File: src/lsu_pkg.sv
`default_nettype none

package lsu_pkg;

    // Two memory stages issue into the data memory path
    localparam int num_lanes = 2;

    // Owner of the request currently in flight
    typedef logic lane_id_t;

    typedef logic [31:0] word_t;  // Data word on every port
    typedef logic [3:0]  strb_t;  // Byte enables with bit n for byte n

endpackage

`default_nettype wire

File: src/cache_pkg.sv
`default_nettype none

package cache_pkg;

    // One 32-bit word per line in 16 lines
    localparam int tag_bits    = 26;
    localparam int index_bits  = 4;
    localparam int offset_bits = 2;
    localparam int num_sets    = 16;

    typedef struct packed {
        logic [tag_bits-1:0]    tag;
        logic [index_bits-1:0]  index;
        logic [offset_bits-1:0] offset;  // Byte within the word
    } cache_addr_t;

    // Whole word toward memory and fields for the lookup
    typedef union packed {
        logic [31:0] word;
        cache_addr_t fields;
    } cache_addr_u;

endpackage

`default_nettype wire

File: src/cache_req_if.sv
`timescale 1ns/1ns
`default_nettype none

interface cache_req_if
    import lsu_pkg::*;
    import cache_pkg::*;
();

    logic        req;
    logic        we;     // High for a store
    cache_addr_u addr;
    word_t       wdata;
    strb_t       wstrb;
    logic        ack;    // Four-phase reply
    word_t       rdata;  // Load data valid with ack

    modport requester (
        output req, we, addr, wdata, wstrb,
        input  ack, rdata
    );

    modport responder (
        input  req, we, addr, wdata, wstrb,
        output ack, rdata
    );

endinterface

`default_nettype wire

File: src/lsu_arbiter.sv
`timescale 1ns/1ns
`default_nettype none

module lsu_arbiter
    import lsu_pkg::*;
    import cache_pkg::*;
(
    input  wire logic                  clk,
    input  wire logic                  reset_i,
    input  wire logic                  flush_i,
    input  wire logic [num_lanes-1:0]  lane_req_i,
    input  wire logic [num_lanes-1:0]  lane_we_i,
    input  wire word_t [num_lanes-1:0] lane_addr_i,
    input  wire word_t [num_lanes-1:0] lane_wdata_i,
    input  wire strb_t [num_lanes-1:0] lane_wstrb_i,
    output logic [num_lanes-1:0]       lane_ack_o,
    output word_t                      lane_rdata_o,
    cache_req_if.requester             cache
);

    logic        busy_q;
    lane_id_t    owner_q;
    lane_id_t    win;
    logic        grant;
    logic        we_q;
    cache_addr_u addr_q;
    word_t       wdata_q;
    strb_t       wstrb_q;

    assign win   = !lane_req_i[0];  // Lane 0 has priority
    assign grant = !busy_q && !flush_i && (|lane_req_i);

    always_ff @(posedge clk) begin
        if (reset_i) begin
            busy_q  <= 1'b0;
            owner_q <= '0;
        end else if (grant) begin
            busy_q  <= 1'b1;
            owner_q <= win;
        end else if (busy_q && !lane_req_i[owner_q] && !cache.ack) begin
            busy_q <= 1'b0;  // Both sides back to zero
        end
    end

    // Request fields held for the whole handshake
    always_ff @(posedge clk) begin
        if (grant) begin
            we_q        <= lane_we_i[win];
            addr_q.word <= lane_addr_i[win];
            wdata_q     <= lane_wdata_i[win];
            wstrb_q     <= lane_wstrb_i[win];
        end
    end

    // The owning lane's req drives the cache req, so its drop passes straight on
    assign cache.req   = busy_q && lane_req_i[owner_q];
    assign cache.we    = we_q;
    assign cache.addr  = addr_q;
    assign cache.wdata = wdata_q;
    assign cache.wstrb = wstrb_q;

    always_comb begin
        lane_ack_o          = '0;
        lane_ack_o[owner_q] = busy_q && cache.ack;
    end

    assign lane_rdata_o = cache.rdata;  // Shared and qualified by ack

endmodule

`default_nettype wire

File: src/dcache.sv
`timescale 1ns/1ns
`default_nettype none

module dcache
    import lsu_pkg::*;
    import cache_pkg::*;
(
    input  wire logic      clk,
    input  wire logic      reset_i,
    input  wire logic      mem_ack_i,
    input  wire word_t     mem_rdata_i,
    output logic           mem_req_o,
    output logic           mem_we_o,
    output word_t          mem_addr_o,
    output word_t          mem_wdata_o,
    output strb_t          mem_wstrb_o,
    cache_req_if.responder cpu
);

    typedef enum logic [2:0] {
        st_idle,
        st_lookup,
        st_mem,      // Memory req high until ack
        st_mem_end,  // Waiting for memory ack to fall
        st_reply
    } state_t;

    state_t state;

    logic [num_sets-1:0]    valid_q;
    logic [tag_bits-1:0]    tag_q [num_sets];
    word_t                  data_q [num_sets];

    logic [index_bits-1:0]  idx;
    logic [tag_bits-1:0]    tag;
    logic                   hit;
    logic                   refill_en;
    logic                   store_upd_en;
    logic                   ack_q;
    word_t                  rdata_q;

    // Store bytes laid over the old line word
    function automatic word_t merge_bytes(word_t old_w, word_t new_w, strb_t strb);
        word_t res;
        res = old_w;
        for (int b = 0; b < 4; b++) begin
            if (strb[b]) begin
                res[8*b +: 8] = new_w[8*b +: 8];
            end
        end
        return res;
    endfunction

    assign idx = cpu.addr.fields.index;
    assign tag = cpu.addr.fields.tag;
    assign hit = valid_q[idx] && (tag_q[idx] == tag);

    // Address is stable for the whole transaction, so hit stays valid here
    assign refill_en    = (state == st_mem) && mem_ack_i && !cpu.we;
    assign store_upd_en = (state == st_mem) && mem_ack_i && cpu.we && hit;

    always_ff @(posedge clk) begin
        if (reset_i) begin
            state     <= st_idle;
            ack_q     <= 1'b0;
            mem_req_o <= 1'b0;
        end else begin
            case (state)
                st_idle: begin
                    if (cpu.req) begin
                        state <= st_lookup;
                    end
                end
                st_lookup: begin
                    if (hit && !cpu.we) begin
                        ack_q <= 1'b1;  // Load hit needs no memory traffic
                        state <= st_reply;
                    end else begin
                        mem_req_o <= 1'b1;  // Miss refill or store-through
                        state     <= st_mem;
                    end
                end
                st_mem: begin
                    if (mem_ack_i) begin
                        mem_req_o <= 1'b0;
                        state     <= st_mem_end;
                    end
                end
                st_mem_end: begin
                    if (!mem_ack_i) begin
                        ack_q <= 1'b1;
                        state <= st_reply;
                    end
                end
                st_reply: begin
                    if (!cpu.req) begin
                        ack_q <= 1'b0;
                        state <= st_idle;
                    end
                end
                default: state <= st_idle;
            endcase
        end
    end

    always_ff @(posedge clk) begin
        if (reset_i) begin
            valid_q <= '0;
        end else if (refill_en) begin
            valid_q[idx] <= 1'b1;
        end
    end

    always_ff @(posedge clk) begin
        if (refill_en) begin
            tag_q[idx]  <= tag;
            data_q[idx] <= mem_rdata_i;
        end else if (store_upd_en) begin
            data_q[idx] <= merge_bytes(data_q[idx], cpu.wdata, cpu.wstrb);
        end
    end

    // Memory fields captured once and held while mem_req_o is high
    always_ff @(posedge clk) begin
        if (state == st_lookup) begin
            mem_we_o    <= cpu.we;
            mem_addr_o  <= cpu.addr.word;
            mem_wdata_o <= cpu.wdata;
            mem_wstrb_o <= cpu.we ? cpu.wstrb : '0;
        end
    end

    always_ff @(posedge clk) begin
        if (state == st_lookup && hit && !cpu.we) begin
            rdata_q <= data_q[idx];
        end else if (state == st_mem && mem_ack_i) begin
            rdata_q <= mem_rdata_i;  // Refill word on a load
        end
    end

    assign cpu.ack   = ack_q;
    assign cpu.rdata = rdata_q;

endmodule

`default_nettype wire

File: src/lsu_top.sv
`timescale 1ns/1ns
`default_nettype none

module lsu_top
    import lsu_pkg::*;
(
    input  wire logic  clk,
    input  wire logic  reset_i,
    input  wire logic  flush_i,

    // Lane 0 from the first memory stage
    input  wire logic  lane0_req_i,
    input  wire logic  lane0_we_i,
    input  wire word_t lane0_addr_i,
    input  wire word_t lane0_wdata_i,
    input  wire strb_t lane0_wstrb_i,
    output logic       lane0_ack_o,
    output word_t      lane0_rdata_o,

    // Lane 1 from the second memory stage
    input  wire logic  lane1_req_i,
    input  wire logic  lane1_we_i,
    input  wire word_t lane1_addr_i,
    input  wire word_t lane1_wdata_i,
    input  wire strb_t lane1_wstrb_i,
    output logic       lane1_ack_o,
    output word_t      lane1_rdata_o,

    // Memory port
    output logic       mem_req_o,
    output logic       mem_we_o,
    output word_t      mem_addr_o,
    output word_t      mem_wdata_o,
    output strb_t      mem_wstrb_o,
    input  wire logic  mem_ack_i,
    input  wire word_t mem_rdata_i
);

    logic [num_lanes-1:0] lane_ack;
    word_t                lane_rdata;

    cache_req_if cache_bus ();

    lsu_arbiter arbiter0 (
        .clk          (clk),
        .reset_i      (reset_i),
        .flush_i      (flush_i),
        .lane_req_i   ({lane1_req_i, lane0_req_i}),
        .lane_we_i    ({lane1_we_i, lane0_we_i}),
        .lane_addr_i  ({lane1_addr_i, lane0_addr_i}),
        .lane_wdata_i ({lane1_wdata_i, lane0_wdata_i}),
        .lane_wstrb_i ({lane1_wstrb_i, lane0_wstrb_i}),
        .lane_ack_o   (lane_ack),
        .lane_rdata_o (lane_rdata),
        .cache        (cache_bus.requester)
    );

    dcache dcache0 (
        .clk         (clk),
        .reset_i     (reset_i),
        .mem_ack_i   (mem_ack_i),
        .mem_rdata_i (mem_rdata_i),
        .mem_req_o   (mem_req_o),
        .mem_we_o    (mem_we_o),
        .mem_addr_o  (mem_addr_o),
        .mem_wdata_o (mem_wdata_o),
        .mem_wstrb_o (mem_wstrb_o),
        .cpu         (cache_bus.responder)
    );

    assign lane0_ack_o   = lane_ack[0];
    assign lane1_ack_o   = lane_ack[1];
    assign lane0_rdata_o = lane_rdata;  // One read bus for both lanes
    assign lane1_rdata_o = lane_rdata;

endmodule

`default_nettype wire

File: config.mk
export PLATFORM = sky130hd
export DESIGN_NAME = lsu_top
export DESIGN_NICKNAME = d
export VERILOG_FILES = /design/src/lsu_pkg.sv /design/src/cache_pkg.sv /design/src/cache_req_if.sv /design/src/lsu_arbiter.sv /design/src/dcache.sv /design/src/lsu_top.sv
export SDC_FILE = /design/constraint.sdc
export NUM_CORES = 1
export LEC_CHECK = 0
export CORE_MARGIN = 1
export CORE_UTILIZATION = 61
export DETAILED_ROUTE_END_ITERATION = 16
export DONT_BUFFER_PORTS = 1
export GPL_TIMING_DRIVEN = 1
export PLACE_DENSITY = 0.81
export SLEW_MARGIN = 10
export SYNTH_ARGS = -nofsm -noshare
export SYNTH_HDL_FRONTEND = slang
export SYNTH_SLANG_ARGS = --single-unit
export TNS_END_PERCENT = 50
File: constraint.sdc
create_clock -name clk -period 8.4 [get_ports clk]
set_input_delay 1.26 -clock clk [delete_from_list [all_inputs] [get_ports clk]]
set_output_delay 1.26 -clock clk [all_outputs]
set_load 0.03 [all_outputs]
==> impl_metrics.env <==
export IMPL_status="completed"
export IMPL_critPathTopFamily="simple AND/OR/NAND/NOR gates"
export IMPL_instances_no_fill=3169
export IMPL_placed_cells=2968
export IMPL_seq_area_frac_synth=0.751
export IMPL_critical_path_required_ns=8.69
export IMPL_async_reset_ff_frac=0
export IMPL_multiInputGateArea_um2=10600
export IMPL_synth_top_area_frac=0.739
export IMPL_finalSetupTns_ns=0
export IMPL_ant_nets=0
export IMPL_synth_seq_cells=1125
export IMPL_routed_wl_um=105000
export IMPL_cts_htree_levels=3
export IMPL_fin_skew_ns=0.0569
export IMPL_cap_violations=0
export IMPL_first_pass_iters=5
export IMPL_cpMaxStageDelayCell="nand2_2"
export IMPL_synth_commonest_cells="edfxtp_1, mux4_2, mux2_2, nor2_1, mux2i_1"
export IMPL_synthAdderAreaFrac=0
export IMPL_core_area_um2=72000
export IMPL_r2r_end="dcache0.cpu.rdata[11]"
export IMPL_arrival_ns=6.38
export IMPL_synth_edf_count=1098
export IMPL_dp_hpwl_um=56200
export IMPL_holdPathEnd="dcache0.mem_addr_o[0]"
export IMPL_synthSimpleGateAreaFrac=0.0226
export IMPL_syn_avg_cell_area_um2=21.2
export IMPL_cpMostUsedCell="buf_4"
export IMPL_syn_num_nets=2277
export IMPL_antenna_found_initial=1
export IMPL_path_cells="buf_4 -> buf_4 -> mux2i_1 -> nand2_1 -> and4_1 -> a2111oi_0 -> a32oi_1 -> nor3_2 -> nand4_4 -> nand2_2"
export IMPL_clock_sinks=1125
export IMPL_min_path_cells=0
export IMPL_path_buf_inv=2
export IMPL_relSlewSlack=0.174
export IMPL_grt_pass1_vias=23000
export IMPL_io_buffers=0
export IMPL_cp_max_fo=49
export IMPL_n_fill_cell=4135
export IMPL_clk_pin_slew_ns=0.06
export IMPL_min_from="arbiter0.cache.addr[0]"
export IMPL_io_pins=312
export IMPL_drive_above_1_share=0.293
export IMPL_vias=22000
export IMPL_cp_end_kind="register"
export IMPL_start_util=0.620
export IMPL_overflow=0
export IMPL_die_area_um2=74200
export IMPL_period_minus_slack_ns=6.09
export IMPL_seqCellArea_um2=33500
export IMPL_critPathKind="reg -> reg"
export IMPL_synth_compound_area_share=0.0175
export IMPL_ff2ff_path_depth=10
export IMPL_fin_total_pwr_mw=11.9
export IMPL_netlist_cell_type_count=66
export IMPL_clk_latency_ns=0.70
export IMPL_nets=2303
export IMPL_yosysTopAreaCell="edfxtp_1"
export IMPL_numCtsBuffers=107
export IMPL_synthXorXnorAreaFrac=0.00648
export IMPL_grt_max_degree=78
export IMPL_tightest_slew_ns=1.24
export IMPL_synth_area_leaders="edfxtp_1, mux4_2, mux2_2"
export IMPL_ctsHoldBuffers=0
export IMPL_cts_tree="yes"
export IMPL_post_cts_buffers=0
export IMPL_fp_dieH_um=272
export IMPL_initialDrtViolationCount=2782
export IMPL_clockBufferDepth=3
export IMPL_routedWlPerCell_um=33.2
export IMPL_rows=98
export IMPL_gp_congestion=0.886
export IMPL_slew_violations=0
export IMPL_fin_util=0.683
export IMPL_routed_via_density=6.94
export IMPL_grt_pass1_wl_um=152000
export IMPL_drc=0
export IMPL_min_path_type="reg -> reg"
export IMPL_cts_root_buf="clkbuf_16"
export IMPL_ys_flop_type="edfxtp_1"
export IMPL_synth_top_family_by_area="multiplexers"
export IMPL_finalSetupViolCount=0
export IMPL_synth_most_common_cell="edfxtp_1"
export IMPL_critical_path_max_stage_delay_ns=1.33
export IMPL_fmax_mhz=164
export IMPL_synth_warnings=0
export IMPL_p_per_area_nw_per_um2=242
export IMPL_finalHoldViolCount=0
export IMPL_synthCells=2101
export IMPL_whs_ns=0.422
export IMPL_diodes=0
export IMPL_vdd_drop_max_v=0.000249
export IMPL_leakagePower_nw=15.4
export IMPL_setup_worst_path_start_class="register"
export IMPL_synthToLayoutAreaGrowth_pct=10.3
export IMPL_cts_resized=0
export IMPL_post_route_period_util=0.725
export IMPL_rrSetupSlack_ns=2.31
export IMPL_die_x_um=272
export IMPL_netlist_area_um2=44600
export IMPL_grt_use_total=0.287
export IMPL_synth_mux_area_frac=0.184
export IMPL_rsz0062_at_grt="no"
-- cell type report --
cell class / instances / share of cell area
Timing Repair Buffer: 54 / 0.00824
Tap cell: 950 / 0.0242
Clock inverter: 77 / 0.0136
Clock buffer: 124 / 0.0562
Inverter: 9 / 0.000738
Multi-Input combinational cell: 830 / 0.216
Sequential cell: 1125 / 0.682
-- registers in the layout (all words and copies together), names as in the netlist, 3 cells and up, named ones only --
name,count
dcache0.mem_wstrb_o,4
dcache0.valid_q,16
arbiter0.cache.addr,32
dcache0.state,3
arbiter0.cache.wdata,32
dcache0.data_q,512
arbiter0.cache.wstrb,4
dcache0.tag_q,416
dcache0.mem_addr_o,32
dcache0.mem_wdata_o,32
dcache0.cpu.rdata,32
-- routing by layer --
layer	track usage	vias to the layer above	wire (um)
met4	0.118	2	3940
met3	0.0577	300	10500
met5	0	-	13
li1	-	8737	-
met2	0.473	1518	52600
met1	0.379	11400	38000
-- power breakdown --
part	leakage, nW	internal [mW]	switching (mW)
Clock	1.67	2.64	2.09
Combinational	3.60	0.394	0.440
Sequential	10.1	6.22	0.139
-- cells by family after synthesis --
group,after synthesis
DFF,1125
muxes,499
AOI/OAI and AO/OA,103
xor gates and xnor gates,33
buffers and inverters,146
and+or+nand+nor,195
-- how the worst max path moves through the flow --
| stage | endpoint | start | slack, ns | depth (start not counted) |
|---|---|---|---|---|
| floorplan | dcache0.data_q[0][0] | register | 1.81 | 11 |
| global placement | dcache0.cpu.rdata[3] | register | 2.59 | 9 |
| detailed placement | dcache0.cpu.rdata[11] | register | 2.41 | 9 |
| CTS | dcache0.cpu.rdata[16] | register | 2.34 | 9 |
| global route | dcache0.cpu.rdata[27] | register | 1.97 | 10 |
| finish | dcache0.cpu.rdata[11] | register | 2.31 | 10 |
-- cells in the final DEF, fill, tap and decap left out, types with 6 or more instances in the layout --
master,netlist,routed
edfxtp_1,1098,1098
mux4_2,239,239
mux2_2,157,157
clkbuf_16,0,108
mux2i_1,68,68
nor2_1,71,54
buf_4,41,54
clkinv_1,1,35
mux2_1,35,35
xnor2_1,28,28
dfxtp_1,27,23
nand2_1,23,22
clkinv_2,0,20
a22oi_1,17,17
clkbuf_1,44,16
nor2_4,0,15
nor2b_1,14,14
nor3_1,14,14
nand2b_1,13,13
a211oi_4,0,12
nand3_1,11,11
o22ai_1,10,10
bufinv_16,0,9
nand4_1,8,8
and2_1,7,7
nor4_1,6,6
a21oi_1,6,6
inv_1,7,6
a31oi_1,6,6
or3_1,6,6
o211ai_1,6,6
-- per-stage QoR --
stage	setup slack, ns	cell area (um2)
floorplan	1.81	44600
global placement	2.59	45800
detailed placement	2.41	45800
CTS	2.34	49200
global route	1.97	49200
finish	2.31	49200
No activity file was read; power rests on OpenSTA's default activity.
